$ cat config.mk
export PLATFORM = sky130hd
export DESIGN_NAME = executeStage
export DESIGN_NICKNAME = d
export VERILOG_FILES = /design/src/rtl/isaPkg.sv /design/src/rtl/aluPkg.sv /design/src/rtl/shifter.sv /design/src/rtl/claAdder.sv /design/src/rtl/aluBranchJump.sv /design/src/rtl/instrDecode.sv /design/src/rtl/branchResolve.sv /design/src/rtl/executeStage.sv
export VERILOG_INCLUDE_DIRS = /design/src /design/src/rtl
export SDC_FILE = /design/constraint.sdc
export NUM_CORES = 1
export LEC_CHECK = 0
export ABC_AREA = 1
export BUFFER_PORTS_ARGS = -buffer_cell sky130_fd_sc_hd__buf_4
export CORE_MARGIN = 2
export CORE_UTILIZATION = 50
export CTS_CLUSTER_DIAMETER = 100
export DETAILED_ROUTE_END_ITERATION = 8
export PLACE_DENSITY_LB_ADDON = 0.05
export RECOVER_POWER = 100
export SYNTH_ARGS = -nofsm -noshare
export SYNTH_HDL_FRONTEND = slang
export SYNTH_SLANG_ARGS = --single-unit
$ cat constraint.sdc
create_clock -name clk -period 1.9 [get_ports clk]
set_clock_uncertainty 0.15 [all_clocks]
set_input_delay 0.285 -clock clk [delete_from_list [all_inputs] [get_ports clk]]
set_output_delay 0.285 -clock clk [all_outputs]
set_load 0.02 [all_outputs]
$ cat src/rtl/wisc_params.svh
`ifndef WISC_PARAMS_SVH
`define WISC_PARAMS_SVH

// Operand and result width of the datapath
`define DATA_WIDTH 16

// Major opcode field width
`define OPCODE_WIDTH 5

// Shift amount width, enough for 0 to 15
`define SHAMT_WIDTH 4

`endif

$ cat src/rtl/isaPkg.sv
`default_nettype none

`include "wisc_params.svh"

package isaPkg;

    // Supported major opcodes
    typedef enum logic [`OPCODE_WIDTH-1:0] {
        J      = 5'b00100,
        JR     = 5'b00101,
        ADDI   = 5'b01000,
        SUBI   = 5'b01001,
        XORI   = 5'b01010,
        ANDNI  = 5'b01011,
        BEQZ   = 5'b01100,
        BNEZ   = 5'b01101,
        BLTZ   = 5'b01110,
        BGEZ   = 5'b01111,
        SLBI   = 5'b10010,
        ROLI   = 5'b10100,
        SLLI   = 5'b10101,
        RORI   = 5'b10110,
        SRLI   = 5'b10111,
        LBI    = 5'b11000,
        BTR    = 5'b11001,
        RSHIFT = 5'b11010,
        RALU   = 5'b11011,
        SEQ    = 5'b11100,
        SLT    = 5'b11101,
        SLE    = 5'b11110,
        SCO    = 5'b11111
    } opcodeT;

    // Function field, meaning depends on the register group
    typedef logic [1:0] funcT;

    // RALU group
    localparam funcT FN_ADD  = 2'b00;
    localparam funcT FN_SUB  = 2'b01;
    localparam funcT FN_XOR  = 2'b10;
    localparam funcT FN_ANDN = 2'b11;

    // RSHIFT group
    localparam funcT FN_ROL = 2'b00;
    localparam funcT FN_SLL = 2'b01;
    localparam funcT FN_ROR = 2'b10;
    localparam funcT FN_SRL = 2'b11;

    // Three-register format
    typedef struct packed {
        opcodeT     opcode;
        logic [2:0] rs;
        logic [2:0] rt;
        logic [2:0] rd;
        funcT       func;
    } rTypeT;

    // Two registers and a 5-bit immediate
    typedef struct packed {
        opcodeT     opcode;
        logic [2:0] rs;
        logic [2:0] rd;
        logic [4:0] imm5;
    } i1TypeT;

    // One register and an 8-bit immediate
    typedef struct packed {
        opcodeT     opcode;
        logic [2:0] rs;
        logic [7:0] imm8;
    } i2TypeT;

    // Jump displacement format
    typedef struct packed {
        opcodeT      opcode;
        logic [10:0] disp11;
    } jTypeT;

    // One instruction word, read in the format its opcode implies
    typedef union packed {
        rTypeT  rType;
        i1TypeT i1Type;
        i2TypeT i2Type;
        jTypeT  jType;
    } instrU;

endpackage

`default_nettype wire

$ cat src/rtl/aluPkg.sv
`default_nettype none

`include "wisc_params.svh"

package aluPkg;

    // ALU operation codes
    // Low two bits of the shift group go straight to the shifter
    typedef enum logic [3:0] {
        OP_ROL   = 4'b0000,
        OP_SLL   = 4'b0001,
        OP_SRA   = 4'b0010,
        OP_SRL   = 4'b0011,
        OP_ADD   = 4'b0100,
        OP_AND   = 4'b0101,
        OP_OR    = 4'b0110,
        OP_XOR   = 4'b0111,
        OP_BTR   = 4'b1000,
        OP_SEQ   = 4'b1001,
        OP_SLT   = 4'b1010,
        OP_SLE   = 4'b1011,
        OP_SCO   = 4'b1100,
        OP_PASSB = 4'b1101,
        OP_SLBI  = 4'b1110,
        OP_PASSA = 4'b1111
    } aluOpT;

    // Controls from the decoder to the ALU
    typedef struct packed {
        aluOpT op;
        logic  invA;
        logic  invB;
        logic  cIn;
        logic  sign;
    } aluCtrlT;

    // Branch and jump kinds
    typedef enum logic [2:0] {
        BR_NONE = 3'd0,
        BR_EQZ  = 3'd1,
        BR_NEZ  = 3'd2,
        BR_LTZ  = 3'd3,
        BR_GEZ  = 3'd4,
        BR_JREL = 3'd5,
        BR_JREG = 3'd6
    } branchKindT;

    // Registered output of the execute stage
    typedef struct packed {
        logic [`DATA_WIDTH-1:0] aluOut;
        logic                   zero;
        logic                   ofl;
        logic                   writeEn;
        logic                   branchTaken;
        logic [`DATA_WIDTH-1:0] branchTarget;
    } exResultT;

endpackage

`default_nettype wire

$ cat src/rtl/shifter.sv
`timescale 1ns/10ps
`default_nettype none

`include "wisc_params.svh"

module shifter (
    input  wire logic [`DATA_WIDTH-1:0]  In,
    input  wire logic [`SHAMT_WIDTH-1:0] ShAmt,
    input  wire logic [1:0]              Oper,
    output logic      [`DATA_WIDTH-1:0]  Out
);

    localparam int W = `DATA_WIDTH;
    localparam int S = `SHAMT_WIDTH;

    // Stage i moves by 2**i when ShAmt[i] is set
    logic [W-1:0] stg [0:S];

    assign stg[0] = In;

    for (genvar i = 0; i < S; i++) begin : gStage
        localparam int N = 1 << i;
        logic [W-1:0] moved;

        always_comb begin
            case (Oper)
                // Rotate left
                2'b00:   moved = {stg[i][W-N-1:0], stg[i][W-1:W-N]};
                // Shift left, zero fill
                2'b01:   moved = {stg[i][W-N-1:0], {N{1'b0}}};
                // Shift right, sign fill
                2'b10:   moved = {{N{stg[i][W-1]}}, stg[i][W-1:N]};
                // Shift right, zero fill
                default: moved = {{N{1'b0}}, stg[i][W-1:N]};
            endcase
        end

        assign stg[i+1] = ShAmt[i] ? moved : stg[i];
    end

    assign Out = stg[S];

endmodule

`default_nettype wire

$ cat src/rtl/claAdder.sv
`timescale 1ns/10ps
`default_nettype none

`include "wisc_params.svh"

module claAdder (
    input  wire logic [`DATA_WIDTH-1:0] a,
    input  wire logic [`DATA_WIDTH-1:0] b,
    input  wire logic                   cIn,
    output logic      [`DATA_WIDTH-1:0] sum,
    output logic                        cOut
);

    localparam int W  = `DATA_WIDTH;
    localparam int NG = W / 4;

    // Bit generate and propagate
    logic [W-1:0]  g;
    logic [W-1:0]  p;
    logic [NG-1:0] grpG;
    logic [NG-1:0] grpP;
    // Carry into each group, plus the final carry
    logic [NG:0]   grpC;
    // Carry into each bit
    logic [W-1:0]  cBit;

    assign g = a & b;
    assign p = a ^ b;

    // First level, inside each 4-bit group
    for (genvar k = 0; k < NG; k++) begin : gGroup
        localparam int B = 4 * k;

        assign grpG[k] = g[B+3] | (p[B+3] & g[B+2]) | (p[B+3] & p[B+2] & g[B+1])
                       | (p[B+3] & p[B+2] & p[B+1] & g[B]);
        assign grpP[k] = &p[B+3:B];

        assign cBit[B]   = grpC[k];
        assign cBit[B+1] = g[B] | (p[B] & grpC[k]);
        assign cBit[B+2] = g[B+1] | (p[B+1] & g[B]) | (p[B+1] & p[B] & grpC[k]);
        assign cBit[B+3] = g[B+2] | (p[B+2] & g[B+1]) | (p[B+2] & p[B+1] & g[B])
                         | (p[B+2] & p[B+1] & p[B] & grpC[k]);
    end

    // Second level, across the four groups
    assign grpC[0] = cIn;
    assign grpC[1] = grpG[0] | (grpP[0] & cIn);
    assign grpC[2] = grpG[1] | (grpP[1] & grpG[0]) | (grpP[1] & grpP[0] & cIn);
    assign grpC[3] = grpG[2] | (grpP[2] & grpG[1]) | (grpP[2] & grpP[1] & grpG[0])
                   | (grpP[2] & grpP[1] & grpP[0] & cIn);
    assign grpC[4] = grpG[3] | (grpP[3] & grpG[2]) | (grpP[3] & grpP[2] & grpG[1])
                   | (grpP[3] & grpP[2] & grpP[1] & grpG[0])
                   | (grpP[3] & grpP[2] & grpP[1] & grpP[0] & cIn);

    assign sum  = p ^ cBit;
    assign cOut = grpC[NG];

endmodule

`default_nettype wire

$ cat src/rtl/aluBranchJump.sv
`timescale 1ns/10ps
`default_nettype none

`include "wisc_params.svh"

module aluBranchJump (
    input  wire logic [`DATA_WIDTH-1:0] InA,
    input  wire logic [`DATA_WIDTH-1:0] InB,
    input  wire aluPkg::aluCtrlT        aluCtrl,
    output logic      [`DATA_WIDTH-1:0] aluOut,
    output logic                        zero,
    output logic                        ofl
);

    localparam int W = `DATA_WIDTH;

    // Operands after optional inversion
    logic [W-1:0] opA;
    logic [W-1:0] opB;
    logic [W-1:0] shiftOut;
    logic [W-1:0] sum;
    logic         cOut;
    logic [W-1:0] revA;
    logic         signedOfl;
    logic         seqBit;
    logic         sltBit;
    logic         usesAdder;

    assign opA = aluCtrl.invA ? ~InA : InA;
    assign opB = aluCtrl.invB ? ~InB : InB;

    // Amount comes from the low bits of B
    shifter u_shifter (
        .In    (opA),
        .ShAmt (opB[`SHAMT_WIDTH-1:0]),
        .Oper  (aluCtrl.op[1:0]),
        .Out   (shiftOut)
    );

    claAdder u_claAdder (
        .a    (opA),
        .b    (opB),
        .cIn  (aluCtrl.cIn),
        .sum  (sum),
        .cOut (cOut)
    );

    // Bit reversal of A
    always_comb begin
        for (int i = 0; i < W; i++) begin
            revA[i] = opA[W-1-i];
        end
    end

    // Like-signed operands with a sum of the other sign
    assign signedOfl = (opA[W-1] == opB[W-1]) & (sum[W-1] != opA[W-1]);

    // Comparisons see rs minus rt
    assign seqBit = ~|sum;
    // Sum sign is flipped when the difference overflowed
    assign sltBit = sum[W-1] ^ signedOfl;

    // Overflow only means something where the adder drives the result
    assign usesAdder = aluCtrl.op inside {aluPkg::OP_ADD, aluPkg::OP_SEQ, aluPkg::OP_SLT,
                                          aluPkg::OP_SLE, aluPkg::OP_SCO};
    assign ofl = usesAdder & (aluCtrl.sign ? signedOfl : cOut);

    always_comb begin
        case (aluCtrl.op)
            aluPkg::OP_ROL,
            aluPkg::OP_SLL,
            aluPkg::OP_SRA,
            aluPkg::OP_SRL:   aluOut = shiftOut;
            aluPkg::OP_ADD:   aluOut = sum;
            aluPkg::OP_AND:   aluOut = opA & opB;
            aluPkg::OP_OR:    aluOut = opA | opB;
            aluPkg::OP_XOR:   aluOut = opA ^ opB;
            aluPkg::OP_BTR:   aluOut = revA;
            aluPkg::OP_SEQ:   aluOut = {{(W-1){1'b0}}, seqBit};
            aluPkg::OP_SLT:   aluOut = {{(W-1){1'b0}}, sltBit};
            aluPkg::OP_SLE:   aluOut = {{(W-1){1'b0}}, seqBit | sltBit};
            aluPkg::OP_SCO:   aluOut = {{(W-1){1'b0}}, cOut};
            aluPkg::OP_PASSB: aluOut = opB;
            // Old rs moves up a byte, immediate fills the low byte
            aluPkg::OP_SLBI:  aluOut = (opA << 8) | opB;
            default:          aluOut = opA;
        endcase
    end

    assign zero = ~|aluOut;

endmodule

`default_nettype wire

$ cat src/rtl/instrDecode.sv
`timescale 1ns/10ps
`default_nettype none

`include "wisc_params.svh"

module instrDecode (
    input  wire isaPkg::instrU          instr,
    input  wire logic [`DATA_WIDTH-1:0] rtData,
    output aluPkg::aluCtrlT             aluCtrl,
    output logic      [`DATA_WIDTH-1:0] opB,
    output aluPkg::branchKindT          branchKind,
    output logic      [`DATA_WIDTH-1:0] imm,
    output logic                        writeEn
);

    localparam int W = `DATA_WIDTH;
    localparam int S = `SHAMT_WIDTH;

    logic [W-1:0] imm5Sext;
    logic [W-1:0] imm5Zext;
    logic [W-1:0] imm8Sext;
    logic [W-1:0] imm8Zext;
    logic [W-1:0] disp11Sext;
    // Rotate right becomes rotate left by the negated amount
    logic [S-1:0] negImmAmt;
    logic [S-1:0] negRegAmt;

    assign imm5Sext   = {{(W-5){instr.i1Type.imm5[4]}}, instr.i1Type.imm5};
    assign imm5Zext   = {{(W-5){1'b0}}, instr.i1Type.imm5};
    assign imm8Sext   = {{(W-8){instr.i2Type.imm8[7]}}, instr.i2Type.imm8};
    assign imm8Zext   = {{(W-8){1'b0}}, instr.i2Type.imm8};
    assign disp11Sext = {{(W-11){instr.jType.disp11[10]}}, instr.jType.disp11};
    assign negImmAmt  = S'(0) - instr.i1Type.imm5[S-1:0];
    assign negRegAmt  = S'(0) - rtData[S-1:0];

    always_comb begin
        // Defaults: pass rs, no write, no branch
        aluCtrl    = '{op: aluPkg::OP_PASSA, invA: 1'b0, invB: 1'b0, cIn: 1'b0, sign: 1'b0};
        opB        = rtData;
        branchKind = aluPkg::BR_NONE;
        imm        = '0;
        writeEn    = 1'b0;

        case (instr.rType.opcode)
            isaPkg::ADDI: begin
                aluCtrl.op   = aluPkg::OP_ADD;
                aluCtrl.sign = 1'b1;
                opB          = imm5Sext;
                writeEn      = 1'b1;
            end
            // Immediate minus rs
            isaPkg::SUBI: begin
                aluCtrl = '{op: aluPkg::OP_ADD, invA: 1'b1, invB: 1'b0, cIn: 1'b1, sign: 1'b1};
                opB     = imm5Sext;
                writeEn = 1'b1;
            end
            isaPkg::XORI: begin
                aluCtrl.op = aluPkg::OP_XOR;
                opB        = imm5Zext;
                writeEn    = 1'b1;
            end
            isaPkg::ANDNI: begin
                aluCtrl.op   = aluPkg::OP_AND;
                aluCtrl.invB = 1'b1;
                opB          = imm5Zext;
                writeEn      = 1'b1;
            end
            isaPkg::ROLI, isaPkg::SLLI, isaPkg::SRLI: begin
                aluCtrl.op = aluPkg::aluOpT'({2'b00, instr.rType.opcode[1:0]});
                opB        = imm5Zext;
                writeEn    = 1'b1;
            end
            isaPkg::RORI: begin
                aluCtrl.op = aluPkg::OP_ROL;
                opB        = {{(W-S){1'b0}}, negImmAmt};
                writeEn    = 1'b1;
            end
            isaPkg::RALU: begin
                writeEn = 1'b1;
                case (instr.rType.func)
                    isaPkg::FN_ADD: begin
                        aluCtrl.op   = aluPkg::OP_ADD;
                        aluCtrl.sign = 1'b1;
                    end
                    // rt minus rs
                    isaPkg::FN_SUB: aluCtrl = '{op: aluPkg::OP_ADD, invA: 1'b1, invB: 1'b0,
                                                cIn: 1'b1, sign: 1'b1};
                    isaPkg::FN_XOR: aluCtrl.op = aluPkg::OP_XOR;
                    default: begin
                        aluCtrl.op   = aluPkg::OP_AND;
                        aluCtrl.invB = 1'b1;
                    end
                endcase
            end
            isaPkg::RSHIFT: begin
                writeEn = 1'b1;
                if (instr.rType.func == isaPkg::FN_ROR) begin
                    aluCtrl.op = aluPkg::OP_ROL;
                    opB        = {{(W-S){1'b0}}, negRegAmt};
                end else begin
                    // ROL, SLL and SRL codes line up with the ALU shift codes
                    aluCtrl.op = aluPkg::aluOpT'({2'b00, instr.rType.func});
                end
            end
            // Compare as rs minus rt
            isaPkg::SEQ, isaPkg::SLT, isaPkg::SLE: begin
                aluCtrl = '{op: aluPkg::aluOpT'({2'b10, instr.rType.opcode[1:0]} + 4'd1),
                            invA: 1'b0, invB: 1'b1, cIn: 1'b1, sign: 1'b1};
                writeEn = 1'b1;
            end
            isaPkg::SCO: begin
                aluCtrl.op = aluPkg::OP_SCO;
                writeEn    = 1'b1;
            end
            isaPkg::BTR: begin
                aluCtrl.op = aluPkg::OP_BTR;
                writeEn    = 1'b1;
            end
            isaPkg::LBI: begin
                aluCtrl.op = aluPkg::OP_PASSB;
                opB        = imm8Sext;
                writeEn    = 1'b1;
            end
            isaPkg::SLBI: begin
                aluCtrl.op = aluPkg::OP_SLBI;
                opB        = imm8Zext;
                writeEn    = 1'b1;
            end
            // Branches test rs through pass-A
            isaPkg::BEQZ, isaPkg::BNEZ, isaPkg::BLTZ, isaPkg::BGEZ: begin
                branchKind = aluPkg::branchKindT'({1'b0, instr.rType.opcode[1:0]} + 3'd1);
                opB        = imm8Sext;
                imm        = imm8Sext;
            end
            isaPkg::J: begin
                branchKind = aluPkg::BR_JREL;
                imm        = disp11Sext;
            end
            // Target is rs plus offset, formed by the adder
            isaPkg::JR: begin
                aluCtrl.op = aluPkg::OP_ADD;
                opB        = imm8Sext;
                imm        = imm8Sext;
                branchKind = aluPkg::BR_JREG;
            end
            default: ;
        endcase
    end

endmodule

`default_nettype wire

$ cat src/rtl/branchResolve.sv
`timescale 1ns/10ps
`default_nettype none

`include "wisc_params.svh"

module branchResolve (
    input  wire aluPkg::branchKindT     branchKind,
    input  wire logic [`DATA_WIDTH-1:0] pc,
    input  wire logic [`DATA_WIDTH-1:0] imm,
    input  wire logic                   zero,
    input  wire logic [`DATA_WIDTH-1:0] aluOut,
    output logic                        branchTaken,
    output logic      [`DATA_WIDTH-1:0] branchTarget
);

    localparam int W = `DATA_WIDTH;

    logic [W-1:0] nextPc;
    logic         rsNeg;

    assign nextPc = pc + W'(2);
    // For branches aluOut is rs itself
    assign rsNeg  = aluOut[W-1];

    always_comb begin
        case (branchKind)
            aluPkg::BR_EQZ:  branchTaken = zero;
            aluPkg::BR_NEZ:  branchTaken = ~zero;
            aluPkg::BR_LTZ:  branchTaken = rsNeg;
            aluPkg::BR_GEZ:  branchTaken = ~rsNeg;
            aluPkg::BR_JREL,
            aluPkg::BR_JREG: branchTaken = 1'b1;
            default:         branchTaken = 1'b0;
        endcase
    end

    // Fall-through address unless taken
    always_comb begin
        if (!branchTaken) begin
            branchTarget = nextPc;
        end else if (branchKind == aluPkg::BR_JREG) begin
            branchTarget = aluOut;
        end else begin
            branchTarget = nextPc + imm;
        end
    end

endmodule

`default_nettype wire

$ cat src/rtl/executeStage.sv
`timescale 1ns/10ps
`default_nettype none

`include "wisc_params.svh"

module executeStage (
    input  wire logic                   clk,
    input  wire logic                   rstN,
    input  wire logic                   instrValid,
    input  wire isaPkg::instrU          instr,
    input  wire logic [`DATA_WIDTH-1:0] rsData,
    input  wire logic [`DATA_WIDTH-1:0] rtData,
    input  wire logic [`DATA_WIDTH-1:0] pc,
    output logic                        resultValid,
    output aluPkg::exResultT            result
);

    aluPkg::aluCtrlT        aluCtrl;
    aluPkg::branchKindT     branchKind;
    aluPkg::exResultT       nextResult;
    logic [`DATA_WIDTH-1:0] opB;
    logic [`DATA_WIDTH-1:0] imm;
    logic                   writeEn;
    logic [`DATA_WIDTH-1:0] aluOut;
    logic                   zero;
    logic                   ofl;
    logic                   branchTaken;
    logic [`DATA_WIDTH-1:0] branchTarget;

    instrDecode u_instrDecode (
        .instr      (instr),
        .rtData     (rtData),
        .aluCtrl    (aluCtrl),
        .opB        (opB),
        .branchKind (branchKind),
        .imm        (imm),
        .writeEn    (writeEn)
    );

    // rs is always operand A
    aluBranchJump u_aluBranchJump (
        .InA     (rsData),
        .InB     (opB),
        .aluCtrl (aluCtrl),
        .aluOut  (aluOut),
        .zero    (zero),
        .ofl     (ofl)
    );

    branchResolve u_branchResolve (
        .branchKind   (branchKind),
        .pc           (pc),
        .imm          (imm),
        .zero         (zero),
        .aluOut       (aluOut),
        .branchTaken  (branchTaken),
        .branchTarget (branchTarget)
    );

    assign nextResult = '{aluOut: aluOut, zero: zero, ofl: ofl, writeEn: writeEn,
                          branchTaken: branchTaken, branchTarget: branchTarget};

    // Valid follows the strobe by one cycle
    always_ff @(posedge clk or negedge rstN) begin
        if (!rstN) begin
            resultValid <= 1'b0;
        end else begin
            resultValid <= instrValid;
        end
    end

    // Result holds between instructions
    always_ff @(posedge clk or negedge rstN) begin
        if (!rstN) begin
            result <= '0;
        end else if (instrValid) begin
            result <= nextResult;
        end
    end

    // Adder path matches a plain add, or operand B minus rs when A is inverted
    assert property (@(posedge clk) disable iff (!rstN)
        instrValid && aluCtrl.op == aluPkg::OP_ADD |->
            aluOut == (aluCtrl.invA ? opB - rsData : rsData + opB + aluCtrl.cIn))
        else $error("adder result disagrees with its operands");

    // Register jump lands on rs plus the offset
    assert property (@(posedge clk) disable iff (!rstN)
        instrValid && branchKind == aluPkg::BR_JREG |-> branchTarget == rsData + imm)
        else $error("jump-register target is not rs plus offset");

endmodule

`default_nettype wire

# After elaboration in Yosys (flattened, before gate mapping)
# Index checks and enable logic that the tools add are counted.
word_totals:
  input_bits: 67
  ff_bits: 37
  elab_cells: 250
  output_inout_bits: 37
op_classes:
  n_reduce_logical: 28
  n_mux: 30
  add_sub_neg: 6
  n_eq_ne: 49
  bitwise_logic: 130
op_table:
  columns: ["op", "count"]
  rows:
  - ["one-hot mux 16 bit (12 select lines)", 1]
  - ["one-hot mux 16 bit (3 select lines)", 4]
  - ["two-way mux 16 bit", 9]
  - ["one-hot mux 16 bit (6 select lines)", 1]
  - ["bitwise AND 1 bit", 74]
  - ["== test 5 bit, second input constant", 13]
  - ["one-hot mux 4 bit (12 select lines)", 1]
  - ["OR 1 bit", 47]
  - ["== test 5 x 4 -> 1 bit, second input constant", 8]
  - ["inverter 16 bit", 2]
  - ["OR 16 bit", 2]
  - ["one-hot mux 16 bit (2 select lines)", 1]
  - ["OR reduction 16 bit", 2]
  - ["XOR 16 bit", 2]
  - ["== test 4 bit, second input constant", 7]
  - ["OR reduction 17 bit", 1]
  - ["adder 16 bit", 1]
  - ["adder 16 x 2 -> 16 bit, second input constant", 1]
  - ["bitwise AND 16 bit", 1]
  - ["== test 4 x 3 -> 1 bit, second input constant", 4]
  - ["AND reduction 4 bit", 4]
  - ["OR reduction 4 bit", 4]
  - ["OR reduction 5 bit", 3]
  - ["OR reduction 3 bit", 4]
  - ["other kinds (27)", 46]

# Depth between registers and ports, before layout
depth:
  ltp_word: 26
  mapped_depth: 51
  mapped_depth_nobuf: 49

# Modules after synthesis
# From an unflattened synthesis, not the netlist that was laid out.
unflattened:
  cells_unflattened: 1657
  area_unflattened_um2: 9208.8
modules_own_cells:
  columns: ["mod", "cells_per_inst", "n_inst", "seq_area_each_um2", "area_per_inst_um2"]
  rows:
  - ["aluBranchJump", 508, 1, 0.0, 2406.1]
  - ["branchResolve", 320, 1, 0.0, 1714.1]
  - ["shifter", 292, 1, 0.0, 1541.5]
  - ["executeStage", 153, 1, 925.9, 1443.9]
  - ["instrDecode", 266, 1, 0.0, 1360.1]
  - ["claAdder", 118, 1, 0.0, 743.2]

# Worst setup path after synthesis
# No wires, ideal clock.
synth_path:
  kind: "input -> register"
  startpoint: "input port instr[12] in the netlist's numbering"
  endpoint: "register result[10] in the netlist's numbering"
  path_buffers: 2
  arrival_ns: 5.706
  slack_ns: -4.074
  cell_stages: 50
  setup_time_ns: 0.118
  required_time_ns: 1.632
  cell_sequence: "inv_1 ha_1 nor2_2 nand3_1 nand3_2 nand3_2 nor2_2 inv_1 nand2_1 o2111ai_1 o21ai_1 xor2_1 clkbuf_1 inv_1 ha_1 nand2_1 inv_1 nand3_1 (+14 left out) nand3_1 nor2_1 nand3_1 nand2_1 nand2_1 nand2_1 nor2_1 nand2_1 nor2_2 nand2_1 nor2_1 nand2_2 nor2_2 nand2_2 buf_2 nand4_1 nand3_1 nand2_1"
synth_via:
  elab_chain_len: 26
  word_cells_on_any_way: 221
  classes_between: "add/sub (3); eq/ne (47); mux (21); bitwise (128); reduce/logical (22)"
synth_rtl:
  columns: ["element", "line", "rtl"]
  rows:
  - ["from (decl)", "executeStage.sv:10", "input wire isaPkg::instrU instr,"]
  - ["== test 5 x 4 -> 1 bit (tied with other cells)", "instrDecode.sv:44", "case (instr.rType.opcode)"]
  - ["OR reduction 6 bit (no source line) (tied with other cells)", null, null]
  - ["one-hot mux 16 bit (6 select lines)", "instrDecode.sv:44", null]
  - ["inverter 16 bit", "aluBranchJump.sv:30", "assign opB = aluCtrl.invB ? ~InB : InB;"]
  - ["two-way mux 16 bit", "aluBranchJump.sv:30", null]
  - ["XOR 16 bit or bitwise AND 16 bit (tied branches)", null, null]
  - ["bitwise AND 1 bit, on equally long branches", "claAdder.sv:34, claAdder.sv:35", null]
  - ["OR 1 bit (tied with other cells)", "claAdder.sv:34", "assign grpG[k] = g[B+3] | (p[B+3] & g[B+2]) | (p[B+3] & p[B+2] & g[B+1])"]
  - ["(+10 left out)", null, null]
  - ["bitwise AND 1 bit", "aluBranchJump.sv:56", "assign signedOfl = (opA[W-1] == opB[W-1]) & (sum[W-1] != opA[W-1]);"]
  - ["XOR 1 bit", "aluBranchJump.sv:61", "assign sltBit = sum[W-1] ^ signedOfl;"]
  - ["OR 1 bit", "aluBranchJump.sv:81", "aluPkg::OP_SLE: aluOut = {{(W-1){1'b0}}, seqBit | sltBit};"]
  - ["one-hot mux 16 bit (12 select lines)", "aluBranchJump.sv:69", "case (aluCtrl.op)"]
  - ["OR reduction 16 bit", "aluBranchJump.sv:90", "assign zero = ~|aluOut;"]
  - ["zero test 1 bit", "aluBranchJump.sv:90", null]
  - ["one-hot mux 1 bit (5 select lines)", "branchResolve.sv:26", "case (branchKind)"]
  - ["two-way mux 16 bit *", "branchResolve.sv:39", "if (!branchTaken) begin"]
  - ["to (signal assigned)", "executeStage.sv:77", "result <= nextResult;"]
  - ["to (decl)", "executeStage.sv:15", "output aluPkg::exResultT result"]
# Every way passes the cells marked *; elsewhere a longest branch is shown, timed or not.
# A chain may end at the register's enable or synchronous reset.

# Worst setup path in the final report
layout_path:
  startpoint: "input port instr[11] in the netlist's numbering"
  endpoint: "register result[11] in the netlist's numbering"
# Same word-level chain as after synthesis.

==> reports/results.txt <==
Synth area leader: nand2_1
pins over their slew limit: 0
synthesized cell area: 8120 sq um
Buf/Inv on CP: 7
met2 usage in global routing: 70.2%
Max stage delay on crit path: 430 ps
area of the multi-input gates: 7330 sq um
number of CTS-inserted buffers: 5
Fin. Hold Viols: 0
crit path time final: 6340 ps
Layout Utilization: 86.3%
Crit path depth: 50
die width: 131 um
IR drop worst, VDD: 0.000598 V
P per Cell Area: 738 nW/um^2
Area growth syn-to-layout: 69.0%
placed cell count: 2043
number of setup violations in the final report: 36
Mapped Cells: 1412
gpl congestion: 1.06
FF+latch count, synth: 37
remaining antenna violation count: 0
drt pass-1 iters: 9
Yosys top cell area share: 20.1%
post-synth cell types: 53
CP max stage cell: fa_2
outcome: finished, violations left
number of global-route vias before repair: 12.0k
leak pwr: 0.00737 uW
hold depth: 2
CP Launch Type: input port
crit path DAT: 6410 ps
period utilization: 334%
Starting Density: 51.1%
GR Util met1: 56.9%
num rows: 46
global-route usage over all layers: 44.0%
worst-margin pin slew: 959 ps
max-cap violations: 0
# nets final: 2029
Setup CP Type: input port to flip-flop
register area: 926 sq um
first-pass GRT wire length: 61600 um
grt met3 use: 8.29%
failing checks: design-rule violations, negative setup slack
largest net degree at the start of global routing: 38
CTS clk-pin slew, worst paths: 60 ps
layout filler cell count: 886
I/O pins: 104
post-route insts no fill: 2115
Seq/Total Area, Yosys: 11.4%
Via Count: 13.2k
Slew headroom: 35.8%
initial antenna violation count: 1
post-synth net total: 1543
Core Area: 15900 sq um
Skew-Pair Late Insertion Delay: 280 ps
# port buffers: 103
FMAX: 0.158 GHz
total gr overflow: 0
Clock Path Buffers: 2
root buf cell: clkbuf_16
Worst Setup End Kind: flip-flop
Hold WC Path Type: input port to flip-flop
die area: 17300 sq um
n_diodes: 0
final wirelength: 45800 um
ratio of cells with drive above 1 in the final layout: 43.2%
Iter 0 DRT Violations: 2303
cell family with the largest share of critical-path delay: simple AND/OR/NAND/NOR gates
Setup TNS: -128600 ps
r2r worst-path depth: 2
crit-path max FO: 8
CTS H-Tree Depth: 2
synth warn: 0
drt wl/cell: 21.6 um
CTS Sinks: 37
DRC viols: 5
GR peak layer: met2
CTS tree: yes
RSZ-0062 raised after global routing: yes
WP data required: 1970 ps
Avg Inst Size Synth: 5.75 sq um
die height: 131 um
DR vias/cell: 6.26
post-detail-place hpwl: 28500 um
dpl ws: -4240 ps
setup ws final: -4440 ps
Total Power: 10100 uW
leading post-synthesis cells by cell area: nand2_1, nand3_1, dfrtp_1
## repair_timing
action / 4_1_cts / 5_1_grt
endpoints found under the hold margin: 37 / 0
buffers inserted: 43 / 33
pin swaps: 64 / 86
setup endpoints to repair: 35 / 36
hold buffers: 1 / 0
gates resized for setup: 157 / 146
cloned: 4 / 0
## registers in the layout, indices dropped and copies added (netlist names)
signal / count
resultValid: 1
result: 36
## path summary, 6_finish.rpt
check                                    to  startpoint  slack [ps]
worst max-delay path             result[11]   instr[11]       -4440
worst min-delay path            resultValid  instrValid         260
worst max register to register   result[31]  result[31]        1020
worst min register to register   result[16]  result[16]         330
max in group asynchronous        result[20]        rstN         910
min in group asynchronous        result[14]        rstN         360
## through the flow
step                      hold slack, ps  area, sq um
after floorplan                     -161         8230
after CTS                            247        13000
after global routing                 263        13700
after global placement               113        11800
final                                260        13700
after detailed placement             116        11800
## layer usage
| layer | routed length (um) | vias up |
|---|---|---|
| met5 | 0 | - |
| met4 | 4100 | 0 |
| met3 | 6880 | 454 |
| met2 | 19400 | 1313 |
| met1 | 15400 | 5848 |
| li1 | - | 5619 |
## synthesized netlist by cell type, drive strengths merged
| library cell | count |
|---|---|
| nand2 | 447 |
| a21oi | 44 |
| o21bai | 3 |
| dfrtp | 37 |
| inv | 178 |
| o21ai | 84 |
| nor2 | 95 |
| or2 | 2 |
| ha | 58 |
| a2111oi | 1 |
| o211ai | 5 |
| o21a | 2 |
| a211oi | 4 |
| nand3 | 246 |
| o221ai | 6 |
| clkinv | 3 |
| o31ai | 3 |
| clkbuf | 13 |
| buf | 39 |
| o2111ai | 11 |
| nand4 | 28 |
| nor3b | 2 |
| xnor2 | 5 |
| a21o | 1 |
| a31oi | 3 |
| a22oi | 4 |
| nor3 | 10 |
| xor2 | 53 |
| a22o | 1 |
| nor4 | 8 |
| a31o | 1 |
| o22ai | 6 |
| a221oi | 3 |
| fa | 6 |
## layout make-up
| type | count | area share, % |
|---|---|---|
| clock buffer | 5 | 0.912 |
| multi-input combinational | 1145 | 53.4 |
| timing repair buffer | 528 | 31.3 |
| inverter | 181 | 5.12 |
| sequential | 37 | 6.75 |
| tap | 216 | 1.97 |
| clock inverter | 3 | 0.502 |
## worst reg2reg max path, cell delays in order (launching register included)
cell     delay [ps]
dfrtp_1         390
nand2_1          90
o21ai_0         110
## power by group
| group | switching, uW | leakage, uW | internal [uW] | total (uW) |
|---|---|---|---|---|
| Combinational | 4600 | 0.00681 | 3350 | 7950 |
| Sequential | 121 | 0.000463 | 960 | 1080 |
| Clock | 337 | 0.0000944 | 756 | 1090 |
## layout by cell type (no fill, tap or decap), types with 4 or more instances in the layout
cell,netlist,layout
ha_4,0,8
nand3_2,4,50
xor2_2,11,15
nor2_4,0,7
nand4_1,27,27
nor2_2,11,12
buf_4,5,473
o21ai_0,59,44
o2111ai_2,0,4
xor2_1,41,36
buf_6,3,39
clkbuf_16,0,5
dfrtp_1,37,37
nand3_4,1,8
o2111ai_1,11,6
o22ai_1,6,5
o21ai_1,24,26
nand2_4,1,13
o221ai_1,6,4
nand2_8,1,5
fa_2,0,4
nor4_1,8,4
buf_12,0,11
inv_2,28,35
nor2_1,84,76
o21ai_2,0,12
inv_1,150,138
nand2_2,11,68
nor3_2,0,4
a21oi_1,44,39
ha_1,58,48
nand3_1,241,190
a21oi_2,0,5
o211ai_1,5,5
nand2_1,434,362
nor3_1,10,6
## cell families after synthesis
kind of cell	share of synthesized area [%]
simple gates	45.4
buf+inv	11.9
compound gates	13.3
fa+ha+maj	10.4
xor+xnor	7.60
flops	11.4
(Power assumes the default switching activity.)
